File: src/common/pipeAlu_settings.svh
// ********************
// build-wide sizes for the pipelined ALU
// include wherever a width or the register count is needed
// ********************

`ifndef PIPEALU_SETTINGS_SVH
`define PIPEALU_SETTINGS_SVH

// width of one data word in bits
// the SRA opcode keeps the top bit of this word
`define PIPEALU_DATA_WIDTH 8

// number of architectural registers
// register address width is derived from this in the package
`define PIPEALU_REG_COUNT 4

`endif

File: src/common/pipeAluPkg.sv
// ********************
// shared types of the pipelined ALU
// modules import it inside their body, ports use scoped names
// ********************

`default_nettype none

`include "pipeAlu_settings.svh"

package pipeAluPkg;

    // one data word, as held in the register file
    typedef logic [`PIPEALU_DATA_WIDTH-1:0] dataT;

    // register index, sized from the register count
    typedef logic [$clog2(`PIPEALU_REG_COUNT)-1:0] regAddrT;

    // ALU function select
    typedef enum logic [2:0] {
        opAdd  = 3'd0, // op1 + op2, wraps
        opSub  = 3'd1, // op1 - op2, wraps
        opOne  = 3'd2, // constant one
        opAnd  = 3'd3, // op1 & op2
        opNand = 3'd4, // ~(op1 & op2)
        opSrl  = 3'd5, // logical shift right by one
        opSra  = 3'd6, // arithmetic shift right by one
        opCpa  = 3'd7  // copy op1
    } aluOpT;

endpackage

`default_nettype wire

File: src/common/operandBus.sv
// ********************
// decoded instruction passed from decode to execute
// decode drives it through the decoder modport, execute reads it
// ********************

`default_nettype none

interface operandBus;
    import pipeAluPkg::*;

    logic    valid; // instruction present, low for a bubble
    aluOpT   op;    // ALU function
    dataT    op1;   // first operand, bypass already applied
    dataT    op2;   // second operand
    regAddrT dest;  // destination register

    // decode side owns the execute input register
    modport decoder (
        output valid,
        output op,
        output op1,
        output op2,
        output dest
    );

    // execute side only consumes
    modport executor (
        input valid,
        input op,
        input op1,
        input op2,
        input dest
    );

endinterface

`default_nettype wire

File: src/pipeAlu/operandDecode.sv
// ********************
// decode stage with operand read and bypass from the result register
// read-after-write stall against execute and the execute input register
// ********************

`default_nettype none

module operandDecode (
    input  logic                clock,
    input  logic                rstN,
    input  logic                issueValid,
    input  pipeAluPkg::aluOpT   opcode,
    input  pipeAluPkg::regAddrT src1,
    input  pipeAluPkg::regAddrT src2,
    input  pipeAluPkg::regAddrT dest,
    output logic                issueReady,
    output pipeAluPkg::regAddrT rdAddr1,
    output pipeAluPkg::regAddrT rdAddr2,
    input  pipeAluPkg::dataT    rdData1,
    input  pipeAluPkg::dataT    rdData2,
    input  logic                exValid,
    input  pipeAluPkg::regAddrT exDest,
    input  pipeAluPkg::dataT    exResult,
    operandBus.decoder          bus
);
    import pipeAluPkg::*;

    logic hazard;  // offered instr needs the value still in execute
    logic accept;  // handshake this cycle
    dataT op1Sel;  // operand after bypass mux
    dataT op2Sel;

    // instr in execute has no result yet and holds issue for one cycle
    // next cycle it sits in the result register and the bypass covers it
    assign hazard = bus.valid && ((bus.dest == src1) || (bus.dest == src2));
    assign issueReady = !hazard;
    assign accept = issueValid && issueReady;

    // register file read ports follow the offered sources directly
    assign rdAddr1 = src1;
    assign rdAddr2 = src2;

    // bypass from the result register wins over the file
    // file write for that result lands on the same edge we sample
    always_comb begin
        if (exValid && (exDest == src1)) begin
            op1Sel = exResult;
        end else begin
            op1Sel = rdData1;
        end
        if (exValid && (exDest == src2)) begin
            op2Sel = exResult;
        end else begin
            op2Sel = rdData2;
        end
    end

    // valid bit drops to a bubble whenever nothing is accepted
    always_ff @(posedge clock or negedge rstN) begin
        if (!rstN) begin
            bus.valid <= 1'b0;
        end else begin
            bus.valid <= accept;
        end
    end

    // payload only moves on a handshake
    always_ff @(posedge clock) begin
        if (accept) begin
            bus.op   <= opcode;
            bus.op1  <= op1Sel;
            bus.op2  <= op2Sel;
            bus.dest <= dest;
        end
    end

    // an offer reading the dest still in execute must leave a bubble behind
    assert property (@(posedge clock) disable iff (!rstN)
        (issueValid && bus.valid && ((bus.dest == src1) || (bus.dest == src2)))
            |=> !bus.valid)
        else $error("operandDecode: issue taken during hazard");

    // pipe is empty leaving reset and the source may issue at once
    assert property (@(posedge clock) $rose(rstN) |-> issueReady)
        else $error("operandDecode: issueReady low after reset");

endmodule

`default_nettype wire

File: src/pipeAlu/aluExecute.sv
// ********************
// execute stage: eight-function ALU
// owns the result register read by write-back, decode and the top ports
// ********************

`default_nettype none

module aluExecute (
    input  logic                clock,
    input  logic                rstN,
    operandBus.executor         bus,
    output logic                exValid,
    output pipeAluPkg::regAddrT exDest,
    output pipeAluPkg::dataT    exResult
);
    import pipeAluPkg::*;

    localparam int MSB = $bits(dataT) - 1;

    dataT aluOut; // combinational ALU result

    always_comb begin
        case (bus.op)
            opAdd:   aluOut = bus.op1 + bus.op2; // carry dropped
            opSub:   aluOut = bus.op1 - bus.op2; // borrow dropped
            opOne:   aluOut = dataT'(1);
            opAnd:   aluOut = bus.op1 & bus.op2;
            opNand:  aluOut = ~(bus.op1 & bus.op2);
            opSrl:   aluOut = {1'b0, bus.op1[MSB:1]};
            opSra:   aluOut = {bus.op1[MSB], bus.op1[MSB:1]}; // sign kept
            opCpa:   aluOut = bus.op1;
            default: aluOut = '0; // op only unknown on a bubble
        endcase
    end

    // valid follows the bus, a bubble clears it
    always_ff @(posedge clock or negedge rstN) begin
        if (!rstN) begin
            exValid <= 1'b0;
        end else begin
            exValid <= bus.valid;
        end
    end

    // result and dest held across bubbles
    always_ff @(posedge clock) begin
        if (bus.valid) begin
            exResult <= aluOut;
            exDest   <= bus.dest;
        end
    end

    // operands come from unreset decode registers, so a valid
    // result must have been built from loaded values only
    assert property (@(posedge clock) disable iff (!rstN)
        exValid |-> !$isunknown(exResult))
        else $error("aluExecute: unknown bits in valid result");

endmodule

`default_nettype wire

File: src/pipeAlu/writeBack.sv
// ********************
// result stage: register file with two async read ports
// written from the result register, cleared by reset
// ********************

`default_nettype none

`include "pipeAlu_settings.svh"

module writeBack (
    input  logic                clock,
    input  logic                rstN,
    input  logic                exValid,
    input  pipeAluPkg::regAddrT exDest,
    input  pipeAluPkg::dataT    exResult,
    input  pipeAluPkg::regAddrT rdAddr1,
    input  pipeAluPkg::regAddrT rdAddr2,
    output pipeAluPkg::dataT    rdData1,
    output pipeAluPkg::dataT    rdData2
);
    import pipeAluPkg::*;

    dataT regFile [`PIPEALU_REG_COUNT]; // architectural registers

    // one write per completed instr, two cycles after issue
    always_ff @(posedge clock or negedge rstN) begin
        if (!rstN) begin
            for (int i = 0; i < `PIPEALU_REG_COUNT; i++) begin
                regFile[i] <= '0; // all registers read zero out of reset
            end
        end else if (exValid) begin
            regFile[exDest] <= exResult;
        end
    end

    // reads see the old value on a same-cycle write
    // decode bypasses that case from the result register
    assign rdData1 = regFile[rdAddr1];
    assign rdData2 = regFile[rdAddr2];

    // result register in execute must be empty during reset
    assert property (@(posedge clock) !rstN |-> !exValid)
        else $error("writeBack: write request while in reset");

endmodule

`default_nettype wire

File: src/rtl/pipeAlu.sv
// ********************
// top of the three-stage ALU pipeline
// instr in with valid/ready, one result per instr two cycles later
// ********************

`default_nettype none

module pipeAlu (
    input  logic                clock,
    input  logic                rstN,
    input  logic                issueValid,
    input  pipeAluPkg::aluOpT   opcode,
    input  pipeAluPkg::regAddrT src1,
    input  pipeAluPkg::regAddrT src2,
    input  pipeAluPkg::regAddrT dest,
    output logic                issueReady,
    output logic                resultValid,
    output pipeAluPkg::regAddrT resultDest,
    output pipeAluPkg::dataT    result
);
    import pipeAluPkg::*;

    regAddrT rdAddr1; // decode -> register file read addresses
    regAddrT rdAddr2;
    dataT    rdData1; // register file -> decode
    dataT    rdData2;

    operandBus opBus (); // decode to execute

    operandDecode i_decode (
        .clock      (clock),
        .rstN       (rstN),
        .issueValid (issueValid),
        .opcode     (opcode),
        .src1       (src1),
        .src2       (src2),
        .dest       (dest),
        .issueReady (issueReady),
        .rdAddr1    (rdAddr1),
        .rdAddr2    (rdAddr2),
        .rdData1    (rdData1),
        .rdData2    (rdData2),
        .exValid    (resultValid), // bypass source
        .exDest     (resultDest),
        .exResult   (result),
        .bus        (opBus.decoder)
    );

    // result register doubles as the output port
    aluExecute i_execute (
        .clock    (clock),
        .rstN     (rstN),
        .bus      (opBus.executor),
        .exValid  (resultValid),
        .exDest   (resultDest),
        .exResult (result)
    );

    writeBack i_writeBack (
        .clock    (clock),
        .rstN     (rstN),
        .exValid  (resultValid),
        .exDest   (resultDest),
        .exResult (result),
        .rdAddr1  (rdAddr1),
        .rdAddr2  (rdAddr2),
        .rdData1  (rdData1),
        .rdData2  (rdData2)
    );

endmodule

`default_nettype wire

File: config.mk
export PLATFORM = sky130hd
export DESIGN_NAME = pipeAlu
export DESIGN_NICKNAME = d
export VERILOG_FILES = /design/src/common/pipeAluPkg.sv /design/src/common/operandBus.sv /design/src/pipeAlu/operandDecode.sv /design/src/pipeAlu/aluExecute.sv /design/src/pipeAlu/writeBack.sv /design/src/rtl/pipeAlu.sv
export VERILOG_INCLUDE_DIRS = /design/src /design/src/common
export SDC_FILE = /design/constraint.sdc
export NUM_CORES = 1
export LEC_CHECK = 0
export ABC_AREA = 1
export BUFFER_PORTS_ARGS = -buffer_cell sky130_fd_sc_hd__buf_2
export CAP_MARGIN = 5
export CORE_MARGIN = 5
export CORE_UTILIZATION = 40
export DETAILED_ROUTE_END_ITERATION = 10
export PLACE_DENSITY = 0.63
export SLEW_MARGIN = 20
export SYNTH_ARGS = -nofsm -noshare
export SYNTH_HDL_FRONTEND = slang
export SYNTH_HIERARCHICAL = 1
export SYNTH_SLANG_ARGS = --single-unit
export TNS_END_PERCENT = 30
File: constraint.sdc
create_clock -name clock -period 2.4 [get_ports clock]
set_clock_uncertainty 0.15 [all_clocks]
set_input_delay 0.12 -clock clock [delete_from_list [all_inputs] [get_ports clock]]
set_output_delay 0.12 -clock clock [all_outputs]
set_load 0.005 [all_outputs]
==> impl_metrics.json, run 1 <==
{
  "post-synth-top-count-cell": "nand2_1",
  "initial_utilization": 0.404,
  "vdd_drop_max_uv": 378,
  "async_reset_ff_frac": 0.523,
  "status": "finished with violations",
  "critPathLaunchType": "flop",
  "synth.area.top_cells": "edfxtp_1 (21%), dfrtp_1 (20%), nand2_1 (18%), inv_1 (7.3%), nand3_1 (5.9%)",
  "wire_per_inst_um": 14.7,
  "routed_wl_um": 11000,
  "crit_fanout": 4,
  "drv_slew": 0,
  "io_pins": 24,
  "dieArea_um2": 13000,
  "netlist_area_um2": 4340,
  "cts_made_buffers": 9,
  "drt_iter0_markers": 292,
  "synthCells": 563,
  "firstDrtPassIters": 4,
  "layout_setup_ws_ns": -0.0910,
  "fin_util": 0.463,
  "crit_required_ns": 2.35,
  "hold_class": "in -> reg",
  "power.density_nw_per_um2": 804,
  "synth_flop_cell": "dfrtp_1",
  "fillCellCount": 1093,
  "dp_hpwl_um": 8140,
  "synth.top_cells.by_count": "nand2_1 (211), inv_1 (84), nand3_1 (51), dfrtp_1 (34), edfxtp_1 (31)",
  "area_growth_pct": 14.6,
  "drive_gt1_frac": 0.199,
  "ys_ff_latch": 65,
  "ys.warnings.count": 6,
  "max_cap_violations": 0,
  "diodes": 0,
  "synth_top_cell_by_area": "edfxtp_1",
  "synth_top_area_frac": 0.214,
  "ys_types": 38,
  "grt_first_pass_wirelength_um": 18500,
  "tightest_slew_ns": 0.783,
  "cts_tree": "done",
  "rows": 38,
  "worstPathArrival_ns": 2.44,
  "syn_area_per_cell_um2": 7.71,
  "vias": 3789,
  "finalCritPeriodShare": 1.04,
  "gp_congestion": 0.892,
  "core_region_area_um2": 10700,
  "clockBufferDepth": 2,
  "critPathKind": "reg -> reg",
  "clockRootBuffer": "clkbuf_8",
  "seq_area_frac_synth": 0.410,
  "place_ws_ns": -0.162,
  "fmax_ghz": 0.401,
  "drt.antenna.violating_nets": 0,
  "die_w_um": 114,
  "vias_per_cell": 5.07,
  "die_h_um": 114,
  "clock_latency_ns": 0.35,
  "rsz0062_at_grt": "yes",
  "min_period_ns": 2.49,
  "violations": "negative setup slack",
  "synth_edf_count": 31,
  "portBuffers": 23,
  "power_leakage_nw": 2.53,
  "drc": 0,
  "cts_sinks": 65,
  "syn_nets": 585,
  "grt_overflow": 0,
  "grt_pass1_vias": 3713,
  "clk_pin_slew_ns": 0.07,
  "report.final.setup_viol": 2,
  "fin_nets": 625,
  "antenna_found_initial": 0,
  "tns_ns": -0.174,
  "hold_violations": 0,
  "holdWs_ns": 0.0237,
  "grt_usage": 0.180,
  "relSlewSlack": 0.478,
  "endpoint_kind": "flop",
  "h-tree-depth": 3,
  "grt_max_degree": 35
}
==> worst paths after layout <==
path                                         start                       to  slack, ns  cells past startpoint
max                            i_decode/bus.op2[1]    i_execute/exResult[7]      -0.09                     17
min                                     issueValid     i_decode/bus.dest[1]       0.02                      3
min in group asynchronous                     rstN   i_writeBack/regFile[1]       0.24                      2
min reg2reg                i_writeBack/regFile[18]  i_writeBack/regFile[18]       0.33                      2
max reg2reg                    i_decode/bus.op2[1]    i_execute/exResult[7]      -0.09                     17
max in group asynchronous                     rstN  i_writeBack/regFile[30]       1.36                      2
==> registers in the layout, indices dropped and copies added (netlist names) <==
name	flops
i_decode/bus.dest	2
i_decode/bus.op	3
i_decode/bus.op1	8
i_decode/bus.op2	8
i_decode/bus.valid	1
i_execute/exDest	2
i_execute/exResult	8
i_execute/exValid	1
i_writeBack/regFile	32
==> critical path, stage by stage (launching register included) <==
cell	delay, ns
edfxtp_1	0.41
buf_4	0.15
buf_4	0.14
nor2_1	0.08
nand3_1	0.10
nand2_2	0.10
xor2_1	0.15
inv_1	0.06
ha_2	0.38
nand2_4	0.07
nor2_2	0.09
nand3_1	0.07
nand2_1	0.07
inv_1	0.04
nand2_1	0.05
nand2_1	0.04
nand2_1	0.05
nand2_1	0.05
==> where the power goes <==
group	switching (mW)	total [mW]	leakage (nW)	internal [mW]
combinational	0.816	1.34	1.70	0.529
clock	0.425	0.998	0.104	0.574
sequential	0.221	1.66	0.733	1.44
==> repair_timing <==
item | 4_1_cts | 5_1_grt
buffers inserted | 0 | 3
endpoints found under the setup margin | 2 | 4
hold buffers | 6 | 0
endpoints found under the hold margin | 39 | 0
pin swaps | 0 | 9
gates resized for setup | 2 | 14
==> kinds of logic (layout without fill, tap and decap cells) <==
family,after synthesis,in the layout,synth area share
adders and majority gates,10,10,0.0305
buffers and inverters,113,158,0.121
DFF,65,65,0.410
AOI/OAI and AO/OA,48,48,0.0850
xor gates and xnor gates,12,12,0.0242
and+or+nand+nor,315,315,0.329
==> through the flow <==
step | instance area (um2) | cells | total power, mW
finish | 4980 | 748 | 4.00
detailed placement | 4620 | 723 | 2.95
CTS | 4910 | 745 | 3.97
global placement | 4620 | 723 | 2.91
global route | 4980 | 748 | 4.30
floorplan | 4360 | 563 | 2.55
==> cell type report <==
type	instances	area, um2	share of cell area
Sequential cell	65	1780	0.358
Timing Repair Buffer	50	345	0.0694
Clock inverter	7	85.1	0.0171
Inverter	92	353	0.0709
Multi-Input combinational cell	385	2110	0.425
Tap cell	140	175	0.0352
Clock buffer	9	124	0.0249
==> layout by cell type, fill, tap and decap left out, types with 3 or more instances in the layout <==
master | netlist | routed
inv_2 | 5 | 7
inv_1 | 84 | 81
clkinv_1 | 2 | 4
nand3_4 | 4 | 4
nor2_1 | 13 | 12
nand2_2 | 8 | 9
nand3_2 | 3 | 3
xor2_1 | 8 | 8
clkbuf_8 | 0 | 9
o21ai_2 | 24 | 24
edfxtp_1 | 31 | 31
ha_1 | 9 | 5
nand4_1 | 18 | 18
buf_4 | 11 | 20
ha_4 | 0 | 3
nand2_1 | 211 | 209
a21oi_2 | 1 | 3
xnor2_1 | 4 | 4
nand3_1 | 51 | 51
buf_2 | 4 | 23
a21oi_1 | 10 | 8
dlygate4sd3_1 | 0 | 6
a221oi_1 | 4 | 4
dfrtp_1 | 34 | 34
==> routing by layer <==
metal | GRT usage | vias up | routed length, um
met1 | 0.233 | 1802 | 4990
met4 | 0.0721 | 0 | 303
met5 | 0 | - | 0
met2 | 0.304 | 93 | 5380
li1 | - | 1872 | -
met3 | 0.0238 | 22 | 354
Power figures use the tool's default switching activity.
==> run 2: changes to the inputs <==
--- a/config.mk
+++ b/config.mk
@@ -12,6 +12,7 @@
 export CORE_MARGIN = 5
 export CORE_UTILIZATION = 40
 export DETAILED_ROUTE_END_ITERATION = 10
+export MAX_ROUTING_LAYER = met4
 export PLACE_DENSITY = 0.63
 export SLEW_MARGIN = 20
 export SYNTH_ARGS = -nofsm -noshare
==> run 2 against run 1 <==
Net effect: the flow still finishes with violations (negative setup slack); cell count decreased by 0.13%; sequential power is essentially flat; combinational power is essentially flat; sequential share of layout area up 0.072 points; final area decreased by 0.20%; total power is 0.17% higher; first-iteration DRC count decreased by 6.2%; routed wire length increased by 3.0%; fmax grew 3.4%; critical path type unchanged.
==> impl_metrics.json, run 2 (same netlist as run 1, synthesis figures left out) <==
{
  "portBuffers": 23,
  "seq_area_um2": 1780,
  "critPathLaunchType": "flop",
  "ff2ff_path_depth": 18,
  "fillCellCount": 1084,
  "fin_util": 0.462,
  "ff2ff_setup_slack_ns": -0.009,
  "grt_usage": 0.189,
  "hold_violations": 0,
  "crit_required_ns": 2.35,
  "area_growth_pct": 14.4,
  "rsz0062_at_grt": "yes",
  "vias": 3810,
  "routed_wl_um": 11400,
  "placedCellCount": 723,
  "vias_per_cell": 5.10,
  "drc": 0,
  "largest_register_ffs": 32,
  "wire_per_inst_um": 15.2,
  "grt_pass1_vias": 3678,
  "reg2reg_from": "i_decode/bus.op2[1]",
  "antenna_found_initial": 0,
  "violations": "negative setup slack",
  "endpoint_kind": "flop",
  "grt_max_degree": 35,
  "cts_tree": "done",
  "critPathKind": "reg -> reg",
  "crit_fanout": 3,
  "layout_setup_ws_ns": -0.00903,
  "core_region_area_um2": 10700,
  "io_pins": 24,
  "drt_iter0_markers": 274,
  "layout.cells.non_filler": 747,
  "hold_class": "in -> reg",
  "status": "finished with violations",
  "clockBufferDepth": 2,
  "grt_first_pass_wirelength_um": 18700,
  "largest_register": "i_writeBack/regFile",
  "vdd_drop_max_uv": 394,
  "endpoint": "i_execute/exResult[7]",
  "dieArea_um2": 13000,
  "multiInputGateArea_um2": 2110,
  "h-tree-depth": 3,
  "power.density_nw_per_um2": 807,
  "min_period_ns": 2.41,
  "relSlewSlack": 0.476,
  "grt_overflow": 0,
  "die_w_um": 114,
  "cts_sinks": 65,
  "dp_hpwl_um": 8190,
  "drv_slew": 0,
  "startpoint": "i_decode/bus.op2[1]",
  "gp_congestion": 0.902,
  "tightest_slew_ns": 0.787,
  "drt.antenna.violating_nets": 0,
  "die_h_um": 114,
  "clockRootBuffer": "clkbuf_8",
  "firstDrtPassIters": 5,
  "cts_made_buffers": 9,
  "diodes": 0,
  "max_cap_violations": 0,
  "r2r-end": "i_execute/exResult[7]",
  "fin_nets": 624,
  "worstHoldStart": "issueValid",
  "drive_gt1_frac": 0.198,
  "fmax_ghz": 0.415,
  "worstPathArrival_ns": 2.36,
  "report.final.setup_viol": 1,
  "rows": 38,
  "clk_pin_slew_ns": 0.07,
  "final_common_cell": "nand2_1",
  "finalCritPeriodShare": 1.00,
  "power_leakage_nw": 2.53,
  "clock_latency_ns": 0.35,
  "initial_utilization": 0.404,
  "final_cell_mix": "nand2_1 (210), inv_1 (81), nand3_1 (51)"
}
run 2: how the worst min path moves through the flow:
stage / end / slack (ns) / cells after the start
after CTS: i_decode/bus.dest[0] / 0.02 / 3
after detailed placement: i_writeBack/regFile[7] / 0.09 / 1
final: i_decode/bus.dest[0] / 0.03 / 3
after floorplan: i_decode/bus.valid / -0.33 / 0
after global placement: i_writeBack/regFile[7] / 0.09 / 1
after global routing: i_decode/bus.dest[0] / 0.02 / 3
run 2: critical path, stage by stage, from the launching register on:
cell	delay [ns]
edfxtp_1	0.40
inv_2	0.10
ha_4	0.13
inv_2	0.04
nor3_4	0.11
nand3_1	0.09
nand2_1	0.08
xor2_1	0.14
inv_1	0.08
ha_4	0.29
nand2_4	0.05
nor2_2	0.07
nand3_1	0.08
nand2_1	0.10
inv_1	0.05
nand2_1	0.05
nand2_1	0.04
nand2_1	0.05
nand2_1	0.05
run 2: final cells by class:
type	instances	area share
Tap cell	140	0.0353
Timing Repair Buffer	49	0.0680
Clock inverter	7	0.0171
Sequential cell	65	0.359
Inverter	92	0.0705
Clock buffer	9	0.0249
Multi-Input combinational cell	385	0.425
run 2: report_power, final:
part           internal, mW  switching (mW)  leakage [nW]
combinational         0.522           0.812          1.69
sequential             1.43           0.220         0.733
clock                 0.574           0.444         0.104
run 2: timing repair:
item / CTS / global route
buffers inserted: 2 / 0
resized for setup: 8 / 7
hold buffers: 6 / 0
endpoints found under the setup margin: 2 / 4
endpoints found under the hold margin: 39 / 0
pin swaps: 8 / 6
run 2: per-stage QoR:
stage          setup TNS [ns]  area [um2]  power, mW  setup WS [ns]  hold slack, ns
2_1_floorplan               0        4360       2.55         0.0100          -0.326
3_3_place_gp          -0.0826        4620       2.91        -0.0770          0.0920
3_5_place_dp           -0.160        4620       2.94         -0.129          0.0926
4_1_cts               -0.0914        4940       4.00        -0.0549          0.0231
5_1_grt                -0.572        4970       4.29         -0.265          0.0205
6_report             -0.00903        4970       4.01       -0.00903          0.0344
run 2: metal layers:
metal  share of wire  global-route usage  up-vias  wire length, um
met5               0                   -        -                0
met1            0.44               0.237     1821             4980
met3           0.042              0.0238       15              472
li1                -                   -     1872                -
met2            0.51               0.315      102             5750
met4           0.014              0.0657        0              161
==> run 3: changes to the inputs <==
--- a/config.mk
+++ b/config.mk
@@ -14,6 +14,7 @@
 export DETAILED_ROUTE_END_ITERATION = 10
 export MAX_ROUTING_LAYER = met4
 export PLACE_DENSITY = 0.63
+export SKIP_CTS_REPAIR_TIMING = 1
 export SLEW_MARGIN = 20
 export SYNTH_ARGS = -nofsm -noshare
 export SYNTH_HDL_FRONTEND = slang
==> run 3 against run 2 <==
Net effect: the flow still finishes with violations (negative setup slack); register-to-register slack got worse by 0.08 ns; first-iteration DRC count decreased by 14%; combinational power about the same; largest cell class unchanged; clock power is essentially flat; critical path depth unchanged; fmax decreased by 3.1%; via count shrank 1.5%; worst hold slack improved by 0.0031 ns.
==> impl_metrics.json, run 3 (same netlist as run 1, synthesis figures left out) <==
{
  "status": "finished with violations",
  "violations": "negative setup slack",
  "io_pins": 24,
  "min_period_ns": 2.48,
  "clock_latency_ns": 0.34,
  "power_leakage_nw": 2.52,
  "fin_area_um2": 4940,
  "drive_gt1_frac": 0.190,
  "core_region_area_um2": 10700,
  "h-tree-depth": 3,
  "clk_pin_slew_ns": 0.07,
  "area_growth_pct": 13.8,
  "cts_tree": "done",
  "tightest_slew_ns": 0.801,
  "layout_setup_ws_ns": -0.0849,
  "endpoint_kind": "flop",
  "highest_layer": "met4",
  "final_common_cell": "nand2_1",
  "hold_class": "in -> reg",
  "met1_length_um": 5050,
  "largest_register_ffs": 32,
  "r2r-end": "i_execute/exResult[7]",
  "dieArea_um2": 13000,
  "die_w_um": 114,
  "grt_usage": 0.188,
  "reg2reg_from": "i_decode/bus.op2[1]",
  "grt_pass1_vias": 3618,
  "die_h_um": 114,
  "diodes": 0,
  "portBuffers": 23,
  "dp_hpwl_um": 8190,
  "startpoint": "i_decode/bus.op2[1]",
  "cts_sinks": 65,
  "clockRootBuffer": "clkbuf_8",
  "fin_nets": 622,
  "final_cell_mix": "nand2_1 (210), inv_1 (81), nand3_1 (51)",
  "rsz0062_at_grt": "yes",
  "critPathKind": "reg -> reg",
  "total_power_mw": 3.99,
  "vias": 3753,
  "gp_congestion": 0.902,
  "relSlewSlack": 0.466,
  "grt_overflow": 0,
  "rows": 38,
  "worstPathArrival_ns": 2.43,
  "firstDrtPassIters": 5,
  "grt_max_degree": 35,
  "place_ws_ns": -0.129,
  "endpoint": "i_execute/exResult[7]",
  "drv_slew": 0,
  "max_cap_violations": 0,
  "initial_utilization": 0.404,
  "holdWs_ns": 0.0375,
  "finalCritPeriodShare": 1.04,
  "critPathLaunchType": "flop",
  "vias_per_cell": 5.04,
  "crit_required_ns": 2.34,
  "antenna_found_initial": 0,
  "hold_violations": 0,
  "ff2ff_path_depth": 18,
  "wl_met2_um": 5640,
  "ff2ff_setup_slack_ns": -0.08,
  "grt_first_pass_wirelength_um": 18500,
  "crit_fanout": 3,
  "fillCellCount": 1093,
  "clockBufferDepth": 2,
  "report.final.setup_viol": 2,
  "vdd_drop_max_uv": 397,
  "dpl-instance-area_um2": 4620,
  "drt.antenna.violating_nets": 0,
  "power.density_nw_per_um2": 808,
  "hold_depth": 3,
  "wire_per_inst_um": 15.2,
  "routed_wl_um": 11300,
  "cts_made_buffers": 9,
  "drt_iter0_markers": 235,
  "drc": 0,
  "largest_register": "i_writeBack/regFile",
  "met3_length_um": 511,
  "fmax_ghz": 0.402
}
## run 3: worst max-delay path: stages, from the launching register on
cell and delay [ns]:
edfxtp_1 0.40, inv_2 0.11, ha_4 0.13, inv_2 0.04, nor3_4 0.16, nand3_1 0.09, nand2_1 0.08, xor2_1 0.14
inv_1 0.08, ha_4 0.29, nand2_4 0.06, nor2_2 0.10, nand3_1 0.08, nand2_1 0.09, inv_1 0.05, nand2_1 0.05
nand2_1 0.04, nand2_1 0.05, nand2_1 0.04
## run 3: where the power goes
part           switching (mW)  internal [mW]  leakage [nW]  total, mW
clock network           0.441          0.574         0.104       1.02
registers               0.218           1.43         0.733       1.65
logic                   0.809          0.513          1.68       1.32
## run 3: final cells by class
cell class / instances / area, um2 / share of cell area
inverter: 92 / 350 / 0.0709
clock inverter: 7 / 85.1 / 0.0172
clock buffer: 9 / 124 / 0.0251
timing repair buffer: 47 / 323 / 0.0653
sequential: 65 / 1780 / 0.361
multi-input combinational: 385 / 2100 / 0.426
tap: 140 / 175 / 0.0354
## run 3: routing by layer
| layer | up-vias | track usage |
|---|---|---|
| li1 | 1865 | - |
| met1 | 1774 | 0.236 |
| met2 | 104 | 0.315 |
| met3 | 10 | 0.0349 |
| met4 | 0 | 0.0451 |
| met5 | - | - |
## run 3: worst min-delay path by stage
| stage | end | slack (ns) | start |
|---|---|---|---|
| 3_5_place_dp | i_writeBack/regFile[7] | 0.09 | rstN |
| 2_1_floorplan | i_decode/bus.valid | -0.33 | rstN |
| 4_1_cts | i_decode/bus.valid | -0.29 | rstN |
| 5_1_grt | i_decode/bus.dest[0] | 0.01 | issueValid |
| 3_3_place_gp | i_writeBack/regFile[7] | 0.09 | rstN |
| 6_report | i_decode/bus.dest[0] | 0.04 | issueValid |
## run 3: through the flow
stage	cells	TNS, ns	util
finish	745	-0.134	0.460
global route	745	-0.799	0.460
CTS	739	-0.194	0.450
detailed placement	723	-0.160	0.430
global placement	723	-0.0826	0.430
floorplan	563	0	-
